**src/design/dbg_pkg.sv**
```systemverilog
`default_nettype none

package dbg_pkg;

    // ========================================================================
    // host command set and reply codes
    // ========================================================================
    typedef enum logic [7:0] {
        CMD_NOP        = 8'h00,
        CMD_ECHO       = 8'h01,
        CMD_TOGGLE_LED = 8'h02,
        CMD_READ_FLASH = 8'h08,
        CMD_ECHO_CC    = 8'hCC
    } dbg_cmd_e;

    localparam logic [7:0] REPLY_ZERO  = 8'h00;
    localparam logic [7:0] REPLY_BAD   = 8'hFF;
    localparam logic [7:0] REPLY_BUSY  = 8'hFE;
    localparam logic [7:0] REPLY_READY = 8'hFD;

    typedef enum logic [2:0] {
        ST_IDLE,
        ST_ECHO,
        ST_ADDR,
        ST_WAIT_FLASH,
        ST_SEND_DATA
    } dbg_state_e;

    typedef enum logic [1:0] {
        FL_IDLE,
        FL_SHIFT_OUT,
        FL_SHIFT_IN,
        FL_DONE
    } flash_state_e;

    // ========================================================================
    // flash and SPI timing
    // ========================================================================
    localparam logic [7:0] FLASH_READ_OP = 8'h03;
    localparam int FLASH_ADDR_W   = 24;
    // opcode plus address, then one data byte back
    localparam int FLASH_OUT_BITS = 8 + FLASH_ADDR_W;
    localparam int FLASH_CYCLES   = FLASH_OUT_BITS + 8;

    localparam int FLASH_HALF_PERIOD = 2;
    localparam int FLASH_DIV_W = (FLASH_HALF_PERIOD > 1) ? $clog2(FLASH_HALF_PERIOD) : 1;

    localparam int SPI_SYNC_STAGES = 2;

endpackage

`default_nettype wire

```
**src/design/byte_link_if.sv**
```systemverilog
`timescale 1ns/1ps
`default_nettype none

// byte stream between the SPI target and the command FSM
interface byte_link_if;
    logic [7:0] rx_data;
    logic       rx_valid;
    logic [7:0] tx_data;
    logic       tx_take;

    modport target (
        output rx_data,
        output rx_valid,
        output tx_take,
        input  tx_data
    );

    modport host (
        input  rx_data,
        input  rx_valid,
        input  tx_take,
        output tx_data
    );
endinterface

`default_nettype wire

```
**src/design/flash_req_if.sv**
```systemverilog
`timescale 1ns/1ps
`default_nettype none

// single-byte flash read request and response
interface flash_req_if;
    logic                           req_valid;
    logic                           req_ready;
    logic [dbg_pkg::FLASH_ADDR_W-1:0] req_addr;
    logic                           rsp_valid;
    logic [7:0]                     rsp_data;

    modport requester (
        output req_valid,
        output req_addr,
        input  req_ready,
        input  rsp_valid,
        input  rsp_data
    );

    modport reader (
        input  req_valid,
        input  req_addr,
        output req_ready,
        output rsp_valid,
        output rsp_data
    );
endinterface

`default_nettype wire

```
**src/design/bit_timer.sv**
```systemverilog
`timescale 1ns/1ps
`default_nettype none

module bit_timer (
    input  logic       clk,
    input  logic       rst,
    input  logic       run,
    output logic       rise,
    output logic       fall,
    output logic [5:0] bit_idx,
    output logic       last_bit
);

    logic [dbg_pkg::FLASH_DIV_W-1:0] div_cnt;
    logic                            phase;
    logic                            half_end;

    assign half_end = run && (div_cnt == dbg_pkg::FLASH_DIV_W'(dbg_pkg::FLASH_HALF_PERIOD - 1));

    always_ff @(posedge clk or posedge rst) begin
        if (rst) begin
            div_cnt <= '0;
            phase   <= 1'b0;
            bit_idx <= 6'd0;
        end else if (!run) begin
            div_cnt <= '0;
            phase   <= 1'b0;
            bit_idx <= 6'd0;
        end else if (half_end) begin
            div_cnt <= '0;
            phase   <= ~phase;
            // a period is complete once sclk drops again
            if (phase) begin
                bit_idx <= bit_idx + 6'd1;
            end
        end else begin
            div_cnt <= div_cnt + 1'b1;
        end
    end

    assign rise     = half_end & ~phase;
    assign fall     = half_end & phase;
    assign last_bit = fall & (bit_idx == 6'(dbg_pkg::FLASH_CYCLES - 1));

endmodule

`default_nettype wire

```
**src/design/spi_target.sv**
```systemverilog
`timescale 1ns/1ps
`default_nettype none

module spi_target (
    input  logic       clk,
    input  logic       rst,
    input  logic       sclk,
    input  logic       mosi,
    input  logic       ss_n,
    output logic       miso,
    byte_link_if.target link
);

    // ========================================================================
    // pin synchronizers and edge detect
    // ========================================================================
    // one 3-bit slice per stage, {sclk, mosi, ss_n}
    logic [dbg_pkg::SPI_SYNC_STAGES-1:0][2:0] pin_sync;
    logic       sclk_s;
    logic       mosi_s;
    logic       ss_s;
    logic       sclk_q;
    logic       ss_q;
    logic       sclk_rise;
    logic       sclk_fall;
    logic       ss_fall;

    logic [2:0] bit_cnt;
    logic [7:0] rx_shift;
    logic [7:0] tx_shift;
    logic       tx_load;

    always_ff @(posedge clk or posedge rst) begin
        if (rst) begin
            pin_sync <= {dbg_pkg::SPI_SYNC_STAGES{3'b001}};
            sclk_q   <= 1'b0;
            ss_q     <= 1'b1;
        end else begin
            pin_sync <= {pin_sync[dbg_pkg::SPI_SYNC_STAGES-2:0], {sclk, mosi, ss_n}};
            sclk_q   <= sclk_s;
            ss_q     <= ss_s;
        end
    end

    assign sclk_s = pin_sync[dbg_pkg::SPI_SYNC_STAGES-1][2];
    assign mosi_s = pin_sync[dbg_pkg::SPI_SYNC_STAGES-1][1];
    assign ss_s   = pin_sync[dbg_pkg::SPI_SYNC_STAGES-1][0];

    assign sclk_rise = sclk_s & ~sclk_q;
    assign sclk_fall = ~sclk_s & sclk_q;
    assign ss_fall   = ~ss_s & ss_q;

    // ========================================================================
    // receive side, sample on rising sclk
    // ========================================================================
    always_ff @(posedge clk or posedge rst) begin
        if (rst) begin
            bit_cnt       <= 3'd0;
            link.rx_valid <= 1'b0;
        end else begin
            link.rx_valid <= 1'b0;
            if (ss_s) begin
                bit_cnt <= 3'd0;
            end else if (sclk_rise) begin
                bit_cnt <= bit_cnt + 3'd1;
                if (bit_cnt == 3'd7) begin
                    link.rx_valid <= 1'b1;
                end
            end
        end
    end

    always_ff @(posedge clk) begin
        if (sclk_rise && !ss_s) begin
            rx_shift <= {rx_shift[6:0], mosi_s};
        end
    end

    // full byte sits in the shifter while rx_valid is high
    assign link.rx_data = rx_shift;

    // ========================================================================
    // transmit side, shift on falling sclk
    // ========================================================================
    // reload at select and on the fall that closes a byte
    assign tx_load = ss_fall | (sclk_fall & ~ss_s & (bit_cnt == 3'd0));

    always_ff @(posedge clk or posedge rst) begin
        if (rst) begin
            tx_shift <= 8'd0;
        end else if (tx_load) begin
            tx_shift <= link.tx_data;
        end else if (sclk_fall && !ss_s) begin
            tx_shift <= {tx_shift[6:0], 1'b0};
        end
    end

    assign link.tx_take = tx_load;
    assign miso         = tx_shift[7];

endmodule

`default_nettype wire

```
**src/design/dbg_cmd_fsm.sv**
```systemverilog
`timescale 1ns/1ps
`default_nettype none

module dbg_cmd_fsm (
    input  logic           clk,
    input  logic           rst,
    byte_link_if.host      link,
    flash_req_if.requester flash,
    output logic           led
);

    localparam int ADDR_BYTES = dbg_pkg::FLASH_ADDR_W / 8;

    dbg_pkg::dbg_state_e state;
    logic [1:0]          addr_left;
    logic [7:0]          flash_byte;
    logic                flash_hit;
    logic                reply_pend;

    // ========================================================================
    // command decode and reply selection
    // ========================================================================
    always_ff @(posedge clk or posedge rst) begin
        if (rst) begin
            state           <= dbg_pkg::ST_IDLE;
            led             <= 1'b0;
            link.tx_data    <= dbg_pkg::REPLY_ZERO;
            addr_left       <= 2'd0;
            flash.req_valid <= 1'b0;
            flash_hit       <= 1'b0;
            reply_pend      <= 1'b0;
        end else begin
            if (flash.req_valid && flash.req_ready) begin
                flash.req_valid <= 1'b0;
            end
            if (flash.rsp_valid) begin
                flash_hit <= 1'b1;
            end
            if (link.tx_take) begin
                reply_pend <= 1'b0;
            end

            if (link.rx_valid) begin
                reply_pend <= 1'b1;
                case (state)
                    dbg_pkg::ST_IDLE: begin
                        case (dbg_pkg::dbg_cmd_e'(link.rx_data))
                            dbg_pkg::CMD_NOP: begin
                                link.tx_data <= dbg_pkg::REPLY_ZERO;
                            end
                            dbg_pkg::CMD_ECHO: begin
                                link.tx_data <= dbg_pkg::CMD_ECHO;
                                state        <= dbg_pkg::ST_ECHO;
                            end
                            dbg_pkg::CMD_TOGGLE_LED: begin
                                led          <= ~led;
                                link.tx_data <= dbg_pkg::REPLY_ZERO;
                            end
                            dbg_pkg::CMD_ECHO_CC: begin
                                link.tx_data <= dbg_pkg::CMD_ECHO_CC;
                            end
                            dbg_pkg::CMD_READ_FLASH: begin
                                // tell the host how many address bytes follow
                                link.tx_data <= 8'(ADDR_BYTES);
                                addr_left    <= 2'(ADDR_BYTES);
                                state        <= dbg_pkg::ST_ADDR;
                            end
                            default: begin
                                link.tx_data <= dbg_pkg::REPLY_BAD;
                            end
                        endcase
                    end

                    dbg_pkg::ST_ECHO: begin
                        link.tx_data <= link.rx_data;
                        state        <= dbg_pkg::ST_IDLE;
                    end

                    dbg_pkg::ST_ADDR: begin
                        link.tx_data <= {6'd0, addr_left - 2'd1};
                        addr_left    <= addr_left - 2'd1;
                        if (addr_left == 2'd1) begin
                            flash.req_valid <= 1'b1;
                            state           <= dbg_pkg::ST_WAIT_FLASH;
                        end
                    end

                    dbg_pkg::ST_WAIT_FLASH: begin
                        if (flash_hit) begin
                            link.tx_data <= dbg_pkg::REPLY_READY;
                            state        <= dbg_pkg::ST_SEND_DATA;
                        end else begin
                            link.tx_data <= dbg_pkg::REPLY_BUSY;
                        end
                    end

                    dbg_pkg::ST_SEND_DATA: begin
                        link.tx_data <= flash_byte;
                        flash_hit    <= 1'b0;
                        state        <= dbg_pkg::ST_IDLE;
                    end

                    default: begin
                        link.tx_data <= dbg_pkg::REPLY_BAD;
                        state        <= dbg_pkg::ST_IDLE;
                    end
                endcase

                // previous reply never reached the shifter, host was too fast
                if (reply_pend && !link.tx_take) begin
                    link.tx_data <= dbg_pkg::REPLY_BAD;
                end
            end
        end
    end

    // ========================================================================
    // address and flash data capture
    // ========================================================================
    always_ff @(posedge clk) begin
        if (link.rx_valid && state == dbg_pkg::ST_ADDR) begin
            flash.req_addr <= {flash.req_addr[dbg_pkg::FLASH_ADDR_W-9:0], link.rx_data};
        end
        if (flash.rsp_valid) begin
            flash_byte <= flash.rsp_data;
        end
    end

endmodule

`default_nettype wire

```
**src/design/flash_reader.sv**
```systemverilog
`timescale 1ns/1ps
`default_nettype none

module flash_reader (
    input  logic        clk,
    input  logic        rst,
    flash_req_if.reader req,
    output logic        cs_n,
    output logic        sclk,
    output logic        mosi,
    input  logic        miso
);

    localparam int OUT_MSB = dbg_pkg::FLASH_OUT_BITS - 1;

    dbg_pkg::flash_state_e state;
    logic [OUT_MSB:0]      tx_shift;
    logic [7:0]            rx_shift;
    logic                  run;
    logic                  rise;
    logic                  fall;
    logic [5:0]            bit_idx;
    logic                  last_bit;

    assign run = (state == dbg_pkg::FL_SHIFT_OUT) || (state == dbg_pkg::FL_SHIFT_IN);

    bit_timer u_timer (
        .clk      (clk),
        .rst      (rst),
        .run      (run),
        .rise     (rise),
        .fall     (fall),
        .bit_idx  (bit_idx),
        .last_bit (last_bit)
    );

    // ========================================================================
    // read sequencer, mode 0
    // ========================================================================
    always_ff @(posedge clk or posedge rst) begin
        if (rst) begin
            state         <= dbg_pkg::FL_IDLE;
            cs_n          <= 1'b1;
            sclk          <= 1'b0;
            tx_shift      <= '0;
            req.rsp_valid <= 1'b0;
        end else begin
            req.rsp_valid <= 1'b0;
            if (rise) begin
                sclk <= 1'b1;
            end
            if (fall) begin
                sclk <= 1'b0;
            end

            case (state)
                dbg_pkg::FL_IDLE: begin
                    if (req.req_valid) begin
                        tx_shift <= {dbg_pkg::FLASH_READ_OP, req.req_addr};
                        cs_n     <= 1'b0;
                        state    <= dbg_pkg::FL_SHIFT_OUT;
                    end
                end
                dbg_pkg::FL_SHIFT_OUT: begin
                    // next bit goes out on the falling edge
                    if (fall) begin
                        tx_shift <= {tx_shift[OUT_MSB-1:0], 1'b0};
                        if (bit_idx == 6'(OUT_MSB)) begin
                            state <= dbg_pkg::FL_SHIFT_IN;
                        end
                    end
                end
                dbg_pkg::FL_SHIFT_IN: begin
                    if (last_bit) begin
                        state <= dbg_pkg::FL_DONE;
                    end
                end
                default: begin
                    cs_n          <= 1'b1;
                    req.rsp_valid <= 1'b1;
                    state         <= dbg_pkg::FL_IDLE;
                end
            endcase
        end
    end

    // data byte sampled on rising sclk
    always_ff @(posedge clk) begin
        if (state == dbg_pkg::FL_SHIFT_IN && rise) begin
            rx_shift <= {rx_shift[6:0], miso};
        end
    end

    assign req.req_ready = (state == dbg_pkg::FL_IDLE);
    assign req.rsp_data  = rx_shift;
    assign mosi          = tx_shift[OUT_MSB];

endmodule

`default_nettype wire

```
**src/design/dbg_bridge.sv**
```systemverilog
`timescale 1ns/1ps
`default_nettype none

module dbg_bridge (
    input  logic clk,
    input  logic rst,
    input  logic spi_sclk,
    input  logic spi_mosi,
    input  logic spi_ss_n,
    output logic spi_miso,
    output logic flash_cs_n,
    output logic flash_sclk,
    output logic flash_mosi,
    input  logic flash_miso,
    output logic led
);

    byte_link_if link ();
    flash_req_if freq ();

    // ========================================================================
    // host side
    // ========================================================================
    spi_target u_spi (
        .clk  (clk),
        .rst  (rst),
        .sclk (spi_sclk),
        .mosi (spi_mosi),
        .ss_n (spi_ss_n),
        .miso (spi_miso),
        .link (link)
    );

    dbg_cmd_fsm u_cmd (
        .clk   (clk),
        .rst   (rst),
        .link  (link),
        .flash (freq),
        .led   (led)
    );

    // flash side
    flash_reader u_flash (
        .clk  (clk),
        .rst  (rst),
        .req  (freq),
        .cs_n (flash_cs_n),
        .sclk (flash_sclk),
        .mosi (flash_mosi),
        .miso (flash_miso)
    );

endmodule

`default_nettype wire

```
**config.mk**
```make
export PLATFORM = sky130hd
export DESIGN_NAME = dbg_bridge
export DESIGN_NICKNAME = d
export VERILOG_FILES = /design/src/design/dbg_pkg.sv /design/src/design/byte_link_if.sv /design/src/design/flash_req_if.sv /design/src/design/bit_timer.sv /design/src/design/spi_target.sv /design/src/design/dbg_cmd_fsm.sv /design/src/design/flash_reader.sv /design/src/design/dbg_bridge.sv
export SDC_FILE = /design/constraint.sdc
export NUM_CORES = 1
export LEC_CHECK = 0
export BUFFER_PORTS_ARGS = -buffer_cell sky130_fd_sc_hd__buf_4
export CAP_MARGIN = 5
export CORE_UTILIZATION = 30
export DETAILED_ROUTE_END_ITERATION = 6
export GPL_TIMING_DRIVEN = 0
export MAX_ROUTING_LAYER = met4
export SLEW_MARGIN = 20
export SYNTH_ARGS = -nofsm -noshare
export SYNTH_HDL_FRONTEND = slang
export SYNTH_HIERARCHICAL = 1
export SYNTH_SLANG_ARGS = --single-unit
```
**constraint.sdc**
```tcl
create_clock -name clk -period 3.6 [get_ports clk]
set_input_delay 0.18 -clock clk [delete_from_list [all_inputs] [get_ports clk]]
set_output_delay 0.18 -clock clk [all_outputs]
set_load 0.02 [all_outputs]
```
; ---- Word level (Yosys, flattened, before mapping)
; Index checks and enable logic that the tools add are counted.
[totals]
ff_bits = 130
in_bits = 6
[classes]
n_addsub = 4
n_eq_ne = 24
n_mux = 46
bitwise_logic = 15
n_reduce_logical = 30
[op_table]
columns = cell, count
row1 = $mux 32, 2
row2 = $pmux 32 s2, 1
row3 = $pmux 8 s5, 1
row4 = $pmux 8 s4, 1
row5 = $mux 8, 3
row6 = $mux 1, 20
row7 = $mux 6, 3
row8 = $mux 2, 6
row9 = $mux 3, 4
row10 = $ne 2x1->1 const B, 6
row11 = $reduce_bool 2->1, 6
row12 = $pmux 3 s3, 1
row13 = $reduce_and 3->1, 3
row14 = $and 1x1->1, 8
row15 = $eq 8x1->1 const B, 1
row16 = $eq 8x2->1 const B, 1
row17 = $eq 8x4->1 const B, 1
row18 = $eq 8x8->1 const B, 1
row19 = $logic_not 8->1, 1
row20 = $reduce_and 4->1, 2
row21 = $logic_and 1x1->1, 7
row22 = $add 6x1->6 const B, 1
row23 = $eq 3x2->1 const B, 2
row24 = $eq 3x3->1 const B, 2
row25 = 23 further kinds, 35

; ---- Longest topological paths before layout
; Gate-level depths: netlist (run 1).
[depth]
depth_word = 8
depth_mapped = 10

; ---- Modules after synthesis
; Netlist (run 1), hierarchy kept.
[modules_own_cells]
columns = mod, n_inst, cells_per_inst, area_per_inst_um2
row1 = flash_reader, 1, 166, 2020.7
row2 = dbg_cmd_fsm, 1, 141, 1971.9
row3 = spi_target, 1, 73, 1089.8
row4 = bit_timer, 1, 41, 407.9

; ---- Worst setup path before layout (run 1)
; No wires, ideal clock.
[synth_timing]
path_kind = reg2reg
startpoint = register u_flash.state[0]
endpoint = register u_flash.tx_shift[10]
setup_ns = 0.123
arrival_ns = 1.840
required_time_ns = 3.477
slack_ns = 1.637
path_stages_with_launch = 9
path_buffers = 2
path_cell_list = dfrtp_1 -> inv_1 -> ha_1 -> and3_2 -> and2b_4 -> nor3_4 -> buf_6 -> buf_12 -> a21oi_1
[synth_between]
elab_chain_len = 6
[synth_lines]
columns = element, line
row1 = from (decl), flash_reader.sv:16  ; dbg_pkg::flash_state_e state;
row2 = from (signal assigned), flash_reader.sv:42  ; state <= dbg_pkg::FL_IDLE;
row3 = from (signal assigned), flash_reader.sv:61  ; state <= dbg_pkg::FL_SHIFT_OUT;
row4 = from (signal assigned), flash_reader.sv:69  ; state <= dbg_pkg::FL_SHIFT_IN;
row5 = $eq 2x1->1 / $eq 2x2->1 (equally long branches), flash_reader.sv:25  ; assign run = (state == dbg_pkg::FL_SHIFT_OUT) || (state == dbg_pkg::FL_SHIFT_IN);
row6 = $logic_or 1x1->1 *, flash_reader.sv:25
row7 = net u_flash.run, flash_reader.sv:19  ; logic run;
row8 = $logic_and 1x1->1 *, bit_timer.sv:18  ; assign half_end = run && (div_cnt == dbg_pkg::FLASH_DIV_W'(dbg_pkg::FLASH_HALF_PERIOD - 1));
row9 = $and 1x1->1 *, bit_timer.sv:42  ; assign fall = half_end & phase;
row10 = net u_flash.fall, flash_reader.sv:21  ; logic fall;
row11 = $ne 2x2->1 (no line) *, -
row12 = $reduce_and 3->1 (no line) *, -
row13 = to (signal assigned), flash_reader.sv:59  ; tx_shift <= {dbg_pkg::FLASH_READ_OP, req.req_addr};
row14 = to (signal assigned), flash_reader.sv:67  ; tx_shift <= {tx_shift[OUT_MSB-1:0], 1'b0};
row15 = to (decl), flash_reader.sv:17  ; logic [OUT_MSB:0] tx_shift;
; The timed path passes the listed nets; every way through them passes the cells marked *.
; A chain may end at the register's enable or synchronous reset.

; ---- Worst setup path after layout (run 1)
[layout_timing]
startpoint = register u_flash.state[1]
endpoint = register u_flash.tx_shift[14]
; The elaborated chain is that of the path after synthesis.

==> run metrics, run 1 <==
Post-synth top cells=sky130_fd_sc_hd__dfrtp_1 (78), sky130_fd_sc_hd__edfxtp_1 (48), sky130_fd_sc_hd__nor2_1 (44), sky130_fd_sc_hd__mux2i_1 (33), sky130_fd_sc_hd__a21oi_1 (29); worst reg-to-reg path cell count=8; multiplexer share of the synthesized area=6.84%; leakage power summed over all cells=roughly 0.0027 uW; vias in the first global route=roughly 3400; first-pass iteration count of the detailed router=4; count of distinct cell types in the synthesized netlist=64; stages on the worst setup path=8; GRT Residual Overflow=0; Main synth FF type=sky130_fd_sc_hd__dfrtp_1; worst path bufs/invs=3; CP peak stage delay=approximately 0.5 ns; number of instances in the synthesized netlist=421; area of combinational cells with multiple inputs=roughly 1800 sq um; overall routed net length=between 9000 and 10000 microns; Post-CTS Repair Setup Buffers=0; TritonCTS buffer count=17; Arr. time, crit path=approximately 2.6 ns; # resized after CTS=0; startpoint type of the worst setup path=flip-flop; top-area cell type share of the netlist area=a little over a third; number of buffers added to fix hold violations after cts=5; power density cells=between 500 and 600 nW/um^2; async set or reset register ratio after synthesis=a little over three fifths; fraction of the mapped netlist area in compound gates=between 10 and 15%; main area contributors after synthesis=sky130_fd_sc_hd__dfrtp_1 (36%), sky130_fd_sc_hd__edfxtp_1 (26%), sky130_fd_sc_hd__mux2i_1 (6.0%), sky130_fd_sc_hd__nor2_1 (3.0%), sky130_fd_sc_hd__a21oi_1 (2.6%); count of maximum capacitance violations=0; average wire length per cell after detail routing=between 10 and 15 microns; overall die area=18800 sq um; IO Port Bufs=10; starting utilization of the core area=30.6%; required time of the worst setup path=3.89 ns; Final nets=around 470; Slew Limit Headroom=37.0%; drc violations=0; min Tclk post-route=around 2.3 ns; setup_tns=0 ns; syn nets=around 440; htree depth=4; kind of end point of the critical path=flip-flop; setup violators final=0; TritonCTS sink count=between 100 and 150; Synth Cell Area=between 5000 and 6000 sq um; timing-limited maximum frequency=between 400 and 500 MHz; antenna cells=0; count of vias placed by the detailed router=~3300; layout cells sized above 1=17.9%; register area=3500 sq um; Post-Synthesis Mean Instance Area=roughly 13 sq um; start-to-end type of the worst setup path=flip-flop to flip-flop; leading area contributor after synthesis=sky130_fd_sc_hd__dfrtp_1; Area growth, synth to finish=19.2%; maximum fanout count along the critical path=13; core region area=about 18000 sq um; worst-case vdd ir drop=around 0.48 mV; register area share after synthesis=a little under two thirds; Final Slew Violations=0; top-level port count=11; insertion delay of the later-clocked pin in the worst-skew pair=a little over 0.4 ns; XOR/XNOR Fraction of Synth Area=0.957%; outcome=completed; number of register bits inferred by synthesis=130; Warnings, synthesis=6; antenna violations before repair=0; delay-heaviest family, CP=simple AND/OR/NAND/NOR gates; placed wire-length estimate=approximately 6700 microns; critical path's slowest cell=sky130_fd_sc_hd__ha_1; violation count after the first detailed-route iteration=around 170; clock transition at the registers of the reported paths=~0.06 ns; post-layout util=a little over a third; gpl congestion=between 0.8 and 0.9; die outline height=~140 microns; simple-gate portion of the synthesized area=11.2%; worst-margin pin slew=0.944 ns; post-detailed-route count of antenna-violating nets=0; Tightest Hold Check Type=input pin to async pin; setup repair after global routing missed its margin=false; number of enable-type register cells in the synthesized netlist=48; fin crit share=roughly 64%; ordered cell list for the critical path=inv_1, ha_1, and3_2, and2b_4, nor3_4, buf_6, buf_12, a21oi_1; global-route wire length before repair=~16000 microns; Vias per Instance=4.69; filler cell count=roughly 1700; Chip Width=137 microns; worst clock skew=0.0124 ns; maximum number of pins on one net before global-route repair=25; Bufs on Longest Clock Path=2; clock root cell=sky130_fd_sc_hd__clkbuf_16; adder and majority gate portion of the synthesized area=between 2 and 2.5%; CTS tree=done; endpoints failing hold=0; largest family of logic cells by synthesized area=compound AO/OA/AOI/OAI gates; number of rows in the core area=49; Global Route Usage Sum=approximately an eighth; most frequent cell after synthesis=sky130_fd_sc_hd__dfrtp_1
## metal layers
metal | up-vias | wire length (microns) | global-route usage [%]
met5 | - | 0 | -
met4 | 0 | 89 | 4.03
met3 | 6 | 361 | 4.42
met2 | 57 | 4810 | 19.4
met1 | 1624 | 4350 | 13.7
li1 | 1588 | - | -
## worst register-to-register path, cell delays in order (launching register included)
cell and delay, ns:
sky130_fd_sc_hd__dfrtp_1 0.43, sky130_fd_sc_hd__inv_1 0.09, sky130_fd_sc_hd__ha_1 0.49, sky130_fd_sc_hd__and3_2 0.31, sky130_fd_sc_hd__and2b_4 0.22, sky130_fd_sc_hd__nor3_4 0.24
sky130_fd_sc_hd__buf_6 0.20, sky130_fd_sc_hd__buf_12 0.14, sky130_fd_sc_hd__a21oi_1 0.07
## layout make-up
cell class	count	share of cell area [%]
Multi-Input combinational cell	260	27.5
Buffer	17	2.08
Clock buffer	21	7.53
Clock inverter	11	1.87
Sequential cell	130	53.5
Inverter	14	0.803
Tap cell	229	4.38
Timing Repair Buffer	16	2.33
## stage by stage
step,power [uW],area [sq um],hold slack (ns),cells,setup WS [ns]
6_report,3360,6550,0.321,698,1.29
5_1_grt,3480,6550,0.347,698,1.14
4_1_cts,3400,6550,0.310,698,1.28
3_5_place_dp,1630,5880,0.195,661,1.30
3_3_place_gp,1630,5850,0.177,660,1.37
2_1_floorplan,1610,5490,-0.00434,421,1.64
## path summary, 6_finish.rpt
check	start	endpoint	slack [ns]
max	u_flash/state[1]	u_flash/tx_shift[14]	1.29
min	rst	u_flash/u_timer/bit_idx[3]	0.32
max reg2reg	u_flash/state[1]	u_flash/tx_shift[14]	1.29
min reg2reg	u_spi/pin_sync[2]	u_spi/pin_sync[5]	0.35
max in group asynchronous	rst	u_spi/tx_shift[0]	2.64
min in group clk	u_spi/pin_sync[2]	u_spi/pin_sync[5]	0.35
## cell families (layout without fill, tap and decap cells)
group / count (synthesis) / after routing
compound gates: 92 / 92
simple gates: 115 / 115
buf+inv: 31 / 79
xor+xnor: 6 / 6
mux: 37 / 37
fa+ha+maj: 10 / 10
flops: 130 / 130
## registers in the layout, indices dropped and copies added (netlist names), 2 cells and up
| name | flops |
|---|---|
| u_spi/tx_shift | 8 |
| u_flash/req.rsp_data | 8 |
| u_flash/u_timer/bit_idx | 6 |
| u_spi/link.rx_data | 8 |
| u_cmd/addr_left | 2 |
| u_spi/bit_cnt | 3 |
| u_cmd/flash_byte | 8 |
| u_cmd/link.tx_data | 8 |
| u_flash/state | 2 |
| u_spi/pin_sync | 5 |
| u_cmd/flash.req_addr | 24 |
| u_cmd/state | 3 |
| u_flash/tx_shift | 32 |
## where the power goes
part           leakage (uW)  internal (uW)  switching (uW)
Clock              0.000297           1120             627
Combinational      0.000806           23.5            36.1
Sequential          0.00155           1540            8.50
Total               0.00265           2680             671
## cells in the final DEF, fill, tap and decap left out, types with 3 or more instances in the layout
| master | n |
|---|---|
| sky130_fd_sc_hd__nand2_1 | 16 |
| sky130_fd_sc_hd__ha_1 | 10 |
| sky130_fd_sc_hd__dlygate4sd3_1 | 5 |
| sky130_fd_sc_hd__a22o_1 | 6 |
| sky130_fd_sc_hd__o21ai_2 | 3 |
| sky130_fd_sc_hd__nand3_1 | 9 |
| sky130_fd_sc_hd__xnor2_1 | 4 |
| sky130_fd_sc_hd__clkbuf_1 | 8 |
| sky130_fd_sc_hd__mux2_2 | 4 |
| sky130_fd_sc_hd__a22oi_1 | 7 |
| sky130_fd_sc_hd__nor2_1 | 44 |
| sky130_fd_sc_hd__nor2b_1 | 5 |
| sky130_fd_sc_hd__dfrtp_1 | 78 |
| sky130_fd_sc_hd__a21oi_1 | 29 |
| sky130_fd_sc_hd__nor3_1 | 5 |
| sky130_fd_sc_hd__o21ai_1 | 5 |
| sky130_fd_sc_hd__and2_1 | 6 |
| sky130_fd_sc_hd__o32a_1 | 8 |
| sky130_fd_sc_hd__o21ai_0 | 12 |
| sky130_fd_sc_hd__buf_6 | 4 |
| sky130_fd_sc_hd__mux2i_1 | 33 |
| sky130_fd_sc_hd__dfstp_2 | 4 |
| sky130_fd_sc_hd__o21bai_1 | 3 |
| sky130_fd_sc_hd__inv_1 | 13 |
| sky130_fd_sc_hd__clkbuf_16 | 19 |
| sky130_fd_sc_hd__nand2b_1 | 6 |
| sky130_fd_sc_hd__edfxtp_1 | 48 |
| sky130_fd_sc_hd__buf_4 | 12 |
| sky130_fd_sc_hd__clkinvlp_4 | 3 |
No activity file was read; power rests on OpenSTA's default activity.
==> inputs of run 2 (changes only) <==
Clock period 3.6 ns to 2.35 ns, I/O delays scaled along.
==> run 2 against run 1 <==
Cell count is 0.14% higher. Sequential power is 53% higher. Maximum frequency is 8.1% higher. Non-clock buffer count stayed put. Clock-buffer cell count stayed put. Wire length is 1.1% higher. Hold slack worse by 0.063 ns. Register-to-register slack worse by 1.1 ns. Via count is 0.43% higher. Clock skew is 0.0011 ns higher. Sequential share of layout area is 0.19 points lower.
==> run metrics, run 2 (same netlist as run 1, synthesis figures left out) <==
outcome=completed; setup_tns=0 ns (unchanged); commonest cells after routing, fill and taps aside=sky130_fd_sc_hd__dfrtp_1 (78), sky130_fd_sc_hd__edfxtp_1 (48), sky130_fd_sc_hd__nor2_1 (44), sky130_fd_sc_hd__mux2i_1 (33), sky130_fd_sc_hd__a21oi_1 (29); Chip Width=137 microns (unchanged); area of combinational cells with multiple inputs=1820 sq um (+0.69%); destination of the worst register-to-register timing path=u_cmd/flash.req_addr[21]; timing-limited maximum frequency=468 MHz (+8.1%); worst-margin pin slew=0.739 ns (-0.205 ns); Global Route Usage Sum=12.0% (unchanged); filler cell count=1739 (-0.057%); IO Port Bufs=10 (unchanged); maximum fanout count along the critical path=12 (-1); Final nets=473 (+0.21%); required time of the worst setup path=2.41 ns (-1.48 ns); antenna cells=0 (unchanged); Tightest Hold Check Type=input pin to async pin; critical path's slowest cell=sky130_fd_sc_hd__clkinvlp_4; maximum number of pins on one net before global-route repair=25 (unchanged); Bufs on Longest Clock Path=2 (unchanged); count of maximum capacitance violations=0 (unchanged); post-detailed-route count of antenna-violating nets=0 (unchanged); TritonCTS sink count=130 (unchanged); die outline height=137 microns (unchanged); number of rows in the core area=49 (unchanged); top-level port count=11 (unchanged); start-to-end type of the worst setup path=flip-flop to flip-flop; met3 wire len=304 microns (-16%); setup repair after global routing missed its margin=false; layout cells sized above 1=18.5% (+0.60 points); setup violators final=0 (unchanged); leakage power summed over all cells=0.00265 uW (-0.33%); startpoint type of the worst setup path=flip-flop; wire length on met2=4900 microns (+1.8%); global-route wire length before repair=16500 microns (unchanged); power density cells=783 nW/um^2 (+53%); worst-case vdd ir drop=0.731 mV (+53%); most common cell after layout, fill and taps aside=sky130_fd_sc_hd__dfrtp_1; kind of end point of the critical path=flip-flop; fin crit share=90.8% (+27 points); worst reg-to-reg path cell count=5 (-3); clock transition at the registers of the reported paths=0.06 ns (about the same); Largest register FFs=32 (unchanged); FF-to-FF setup slack=0.22 ns (-1.08 ns); vias in the first global route=3362 (unchanged); Post-CTS Repair Setup Buffers=0 (unchanged); core region area=18000 sq um (unchanged); count of vias placed by the detailed router=3289 (+0.43%); overall die area=18800 sq um (unchanged); violation count after the first detailed-route iteration=168 (-0.59%); htree depth=4 (unchanged); gpl congestion=0.819 (unchanged); GRT Residual Overflow=0 (unchanged); launch point of the worst reg-to-reg path=u_cmd/state[0]; wire length on met1=4450 microns (+2.3%); Vias per Instance=4.71 (+0.28%); overall routed net length=9720 microns (+1.1%); Area growth, synth to finish=19.6%; first-pass iteration count of the detailed router=4 (unchanged); CP peak stage delay=0.41 ns (-0.08 ns); clock root cell=sky130_fd_sc_hd__clkbuf_16; Slew Limit Headroom=50.7% (+14 points); average wire length per cell after detail routing=13.9 microns (+0.96%); CTS tree=done; min Tclk post-route=2.13 ns (-0.172 ns); Crit path top cell by count=sky130_fd_sc_hd__clkbuf_1; register area=3500 sq um (unchanged); TritonCTS buffer count=17 (unchanged); drc violations=0 (unchanged); worst hold slack=0.258 ns (-0.0626 ns); ordered cell list for the critical path=clkbuf_1, clkbuf_1, nor2b_1, nand2_1, clkinvlp_4; Arr. time, crit path=2.20 ns (-0.39 ns); endpoints failing hold=0 (unchanged); Top Layer Used=met4; antenna violations before repair=0 (unchanged); insertion delay of the later-clocked pin in the worst-skew pair=0.42 ns (about the same); register with the highest flop count=u_flash/tx_shift; largest registers=u_flash/tx_shift (32), u_cmd/flash.req_addr (24); worst clock skew=0.0134 ns (+0.00105 ns); Final Slew Violations=0 (unchanged); starting utilization of the core area=30.6% (unchanged); Power, Total=5140 uW (+53%); placed wire-length estimate=6700 microns (unchanged)
## run 2: cell count changes in the layout (fill, tap and decap cells not counted), sizes merged
cell      change
clkinvlp      +2
inv           -1
## run 2: worst max-delay path: cells and delay by family (launching register included)
family	cells	cell delay [ns]
buffers and inverters	3	1.01
DFF	1	0.32
and+or+nand+nor	2	0.44
## run 2: area by class of cell
class	instances	share of cell area [%]
Clock buffer	21	7.50
Timing Repair Buffer	16	2.32
Sequential cell	130	53.3
Buffer	17	2.08
Timing Repair inverter	1	0.114
Tap cell	229	4.36
Clock inverter	11	1.87
Multi-Input combinational cell	260	27.6
Inverter	14	0.857
## run 2: how the worst max path moves through the flow
stage | from | endpoint | slack [ns] | cells after the start
final | u_cmd/state[0] | u_cmd/flash.req_addr[21] | 0.22 | 5
after global routing | u_spi/bit_cnt[0] | u_cmd/link.tx_data[7] | 0.1 | 9
after CTS | u_flash/state[0] | u_flash/tx_shift[14] | 0.03 | 8
after detailed placement | u_flash/state[0] | u_flash/tx_shift[14] | 0.05 | 8
after global placement | u_flash/state[0] | u_flash/tx_shift[1] | 0.12 | 8
after floorplan | u_flash/state[0] | u_flash/tx_shift[10] | 0.39 | 8
## run 2: metal layers
layer / up-vias / track usage (%)
li1: 1588 / -
met1: 1653 / 13.7
met2: 44 / 19.4
met3: 4 / 4.42
met4: 0 / 4.03
met5: - / -
## run 2: repair_timing
item	4_1_cts	5_1_grt
hold buffers	5	0
setup endpoints to repair	0	54
gates resized for setup	0	4
hold endpoints to repair	61	0
## run 2: through the flow
step,worst slack [ns],instance area (sq um),instances,utilization [%]
detailed placement,0.0453,5880,661,32.7
global placement,0.119,5850,660,32.6
global route,0.0991,6570,699,36.6
floorplan,0.387,5490,421,-
CTS,0.0302,6550,698,36.4
finish,0.215,6570,699,36.6
## run 2: power breakdown
part	switching, uW	leakage (uW)	internal (uW)	total (uW)
combinational	55.4	0.000797	36.0	91.4
sequential	12.9	0.00155	2360	2370
clock	964	0.000297	1720	2680
==> inputs of run 3 (changes only) <==
Settings changed: ABC_AREA set to 1, PLACE_DENSITY set to 0.48.
==> run 3 against run 2 <==
Critical endpoint is now u_flash/tx_shift[1]. Critical path depth grew 6. Synthesized cell count is 49% higher. Maximum frequency is 5.9% higher. First-iteration DRC count rose by 120%. Via count increased by 22%. Combinational power up 43%. Area after synthesis grew 4.9%. Total power grew 4.6%. Register-to-register slack better by 0.12 ns. Utilization barely moved.
==> run metrics, run 3 <==
outcome=completed; most common cell after layout, fill and taps aside=sky130_fd_sc_hd__nand2_1; clock root cell=sky130_fd_sc_hd__clkbuf_16; TritonCTS sink count=130 (unchanged); setup repair after global routing missed its margin=false; layout cells sized above 1=13.6% (-4.9 points); startpoint type of the worst setup path=flip-flop; Global Route Usage Sum=13.4% (+1.3 points); main area contributors after synthesis=sky130_fd_sc_hd__dfrtp_1 (34%), sky130_fd_sc_hd__edfxtp_1 (25%), sky130_fd_sc_hd__nand2_1 (16%), sky130_fd_sc_hd__inv_1 (4.8%), sky130_fd_sc_hd__nand3_1 (3.2%); vias in the first global route=4159 (+24%); global-route wire length before repair=20000 microns (+22%); worst-margin pin slew=0.814 ns (+0.0755 ns); Post-CTS Repair Setup Buffers=0 (unchanged); async set or reset register ratio after synthesis=63.1% (unchanged); htree depth=4 (unchanged); largest registers=u_flash/tx_shift (32), u_cmd/flash.req_addr (24); syn nets=643 (+47%); number of enable-type register cells in the synthesized netlist=48 (unchanged); starting utilization of the core area=30.7% (+0.12 points); min Tclk post-route=2.02 ns (-0.119 ns); endpoints failing hold=0 (unchanged); Setup Slack @ Placement=0.244 ns (+0.199 ns); Tightest Hold Check Type=input pin to async pin; post-layout util=36.6% (about the same); worst reg-to-reg path cell count=11 (+6); top-area cell type share of the netlist area=33.9% (-1.7 points); worst-case vdd ir drop=0.503 mV (-31%); Final nets=678 (+43%); kind of end point of the critical path=flip-flop; Warnings, synthesis=6 (unchanged); share of total power in sequential cells=44.4% (-1.7 points); first-pass iteration count of the detailed router=4 (unchanged); destination of the worst register-to-register timing path=u_flash/tx_shift[1]; TritonCTS buffer count=17 (unchanged); average wire length per cell after detail routing=12.4 microns (-11%); wire length on met1=5230 microns (+18%); commonest cells after routing, fill and taps aside=sky130_fd_sc_hd__nand2_1 (242), sky130_fd_sc_hd__dfrtp_1 (78), sky130_fd_sc_hd__inv_1 (72), sky130_fd_sc_hd__edfxtp_1 (48), sky130_fd_sc_hd__nor2_1 (42); top-level port count=11 (unchanged); antenna cells=0 (unchanged); count of distinct cell types in the synthesized netlist=34 (-47%); placed inst area=6160 sq um (+4.8%); placed wire-length estimate=7750 microns (+16%); Top Layer Used=met4; setup violators final=0 (unchanged); non-filler instance count after layout=909 (+30%); start-to-end type of the worst setup path=flip-flop to flip-flop; Final Slew Violations=0 (unchanged); die outline height=141 microns (+2.4%); number of instances in the synthesized netlist=627 (+49%); maximum fanout count along the critical path=10 (-2); gpl congestion=0.808 (-1.3%); Chip Width=141 microns (+2.4%); Bufs on Longest Clock Path=2 (unchanged); Post-Synthesis Mean Instance Area=9.18 sq um (-30%); IO Port Bufs=10 (unchanged); most frequent cell after synthesis=sky130_fd_sc_hd__nand2_1; setup_tns=0 ns (unchanged); Synth Cell Area=5760 sq um (+4.9%); count of maximum capacitance violations=0 (unchanged); core region area=18800 sq um (+4.5%); part of the total power dissipated in combinational logic=2.4% (+0.6 points); required time of the worst setup path=2.70 ns (+0.29 ns); wire length on met2=5490 microns (+12%); drc violations=0 (unchanged); number of rows in the core area=50 (+2.0%); Power Internal=4270 uW (+3.9%); Area growth, synth to finish=19.3%; Main synth FF type=sky130_fd_sc_hd__dfrtp_1; switching power summed over all nets=1110 uW (+7.2%); switching share of power=20.6% (+0.50 points); overall die area=19800 sq um (+4.8%); post-route design area=6870 sq um (+4.5%); Largest register FFs=32 (unchanged); antenna violations before repair=0 (unchanged); register with the highest flop count=u_flash/tx_shift; overall routed net length=11200 microns (+16%); maximum number of pins on one net before global-route repair=28 (+12%); worst clock skew=0.00697 ns (-0.00644 ns); placed cell count=872 (+32%); GRT Residual Overflow=0 (unchanged); FF-to-FF setup slack=0.33 ns (+0.12 ns); timing-limited maximum frequency=496 MHz (+5.9%); setup ws final=0.334 ns (+0.119 ns); post-detailed-route count of antenna-violating nets=0 (unchanged); Post-synth top cells=sky130_fd_sc_hd__nand2_1 (242), sky130_fd_sc_hd__dfrtp_1 (78), sky130_fd_sc_hd__inv_1 (73), sky130_fd_sc_hd__edfxtp_1 (48), sky130_fd_sc_hd__nor2_1 (43); power density cells=784 nW/um^2 (about the same); count of vias placed by the detailed router=4029 (+22%); endpoint of the most critical setup path=u_flash/tx_shift[1]; register area share after synthesis=60.8% (-3.0 points); met3 wire len=397 microns (+31%); CTS tree=done; leading area contributor after synthesis=sky130_fd_sc_hd__dfrtp_1; violation count after the first detailed-route iteration=362 (+120%); launch point of the worst reg-to-reg path=u_flash/state[0]; Arr. time, crit path=2.36 ns (+0.16 ns); Vias per Instance=4.43 (-5.8%); crit path from=u_flash/state[0]; number of register bits inferred by synthesis=130 (unchanged); insertion delay of the later-clocked pin in the worst-skew pair=0.41 ns (about the same); Slew Limit Headroom=45.5% (-5.2 points); clock transition at the registers of the reported paths=0.06 ns (about the same); leakage power summed over all cells=0.00333 uW (+26%); share of power burned in the clock network=53.1% (+1.0 points); fin crit share=85.8% (-5.1 points)
run 3: cell types whose count changed after synthesis, moves of 6 or more:
cell	previous run	this run
sky130_fd_sc_hd__nand2_1	16	242
sky130_fd_sc_hd__inv_1	14	73
sky130_fd_sc_hd__mux2i_1	33	0
sky130_fd_sc_hd__nand3_1	9	37
sky130_fd_sc_hd__a21oi_1	29	3
sky130_fd_sc_hd__o21ai_0	12	23
sky130_fd_sc_hd__o32a_1	8	0
sky130_fd_sc_hd__or2_2	0	8
sky130_fd_sc_hd__a22oi_1	7	0
sky130_fd_sc_hd__a22o_1	6	0
sky130_fd_sc_hd__clkbuf_1	7	1
sky130_fd_sc_hd__nand2b_1	6	0
run 3: final cells by class:
cell class	count	area (sq um)
flip-flops and latches	130	3500
fillers	1932	11900
repair buffers	16	153
well taps	234	293
clock inverters	8	106
multi-input cells	407	1890
inverters	77	290
clock buffers	24	547
plain buffers	13	90.1
run 3: per-stage QoR:
step	power, uW	hold WS, ns
2_1_floorplan	2510	-0.0668
3_3_place_gp	2550	0.129
3_5_place_dp	2560	0.138
4_1_cts	5470	0.255
5_1_grt	5580	0.273
6_report	5380	0.252
run 3: per-layer routing:
layer	vias to the layer above	global-route usage [%]
li1	2041	-
met1	1923	15.8
met2	53	22.0
met3	12	3.90
met4	0	4.12
met5	-	-
run 3: repair_timing:
action,in CTS,in global routing
hold endpoints to repair,60,0
gates resized for setup,0,1
hold buffers,5,0
endpoints found under the setup margin,0,1
run 3: power groups by stage:
stage | clock network [uW] | logic [uW] | registers, uW
2_1_floorplan | 0 | 83.3 | 2430
3_3_place_gp | 0 | 118 | 2430
3_5_place_dp | 0 | 128 | 2430
4_1_cts | 2940 | 136 | 2390
5_1_grt | 3040 | 153 | 2390
6_report | 2860 | 131 | 2390
run 3: how the worst min path moves through the flow:
stage | end | slack, ns
global placement | u_flash/u_timer/phase | 0.13
floorplan | u_flash/u_timer/bit_idx[0] | -0.07
detailed placement | u_flash/u_timer/phase | 0.14
global route | u_flash/u_timer/phase | 0.27
CTS | u_flash/u_timer/div_cnt | 0.25
finish | u_flash/u_timer/div_cnt | 0.25
run 3: logic make-up after synthesis:
group | Yosys count | share of synthesized area [%]
AND/OR/NAND/NOR | 360 | 26.5
adder cells (fa/ha/maj) | 10 | 2.17
AO/OA/AOI/OAI | 35 | 3.69
buffers and inverters | 90 | 6.61
flip-flops | 130 | 60.8
XOR/XNOR | 2 | 0.304
run 3: critical path, stage by stage (launching register included):
cell and delay [ns]:
sky130_fd_sc_hd__dfrtp_1 0.43, sky130_fd_sc_hd__inv_1 0.09, sky130_fd_sc_hd__ha_2 0.44, sky130_fd_sc_hd__nand3_2 0.16, sky130_fd_sc_hd__clkinv_2 0.12, sky130_fd_sc_hd__inv_1 0.04
sky130_fd_sc_hd__nand2_1 0.11, sky130_fd_sc_hd__o211ai_4 0.13, sky130_fd_sc_hd__inv_2 0.14, sky130_fd_sc_hd__buf_6 0.16, sky130_fd_sc_hd__nand2_1 0.06, sky130_fd_sc_hd__nand2_1 0.07
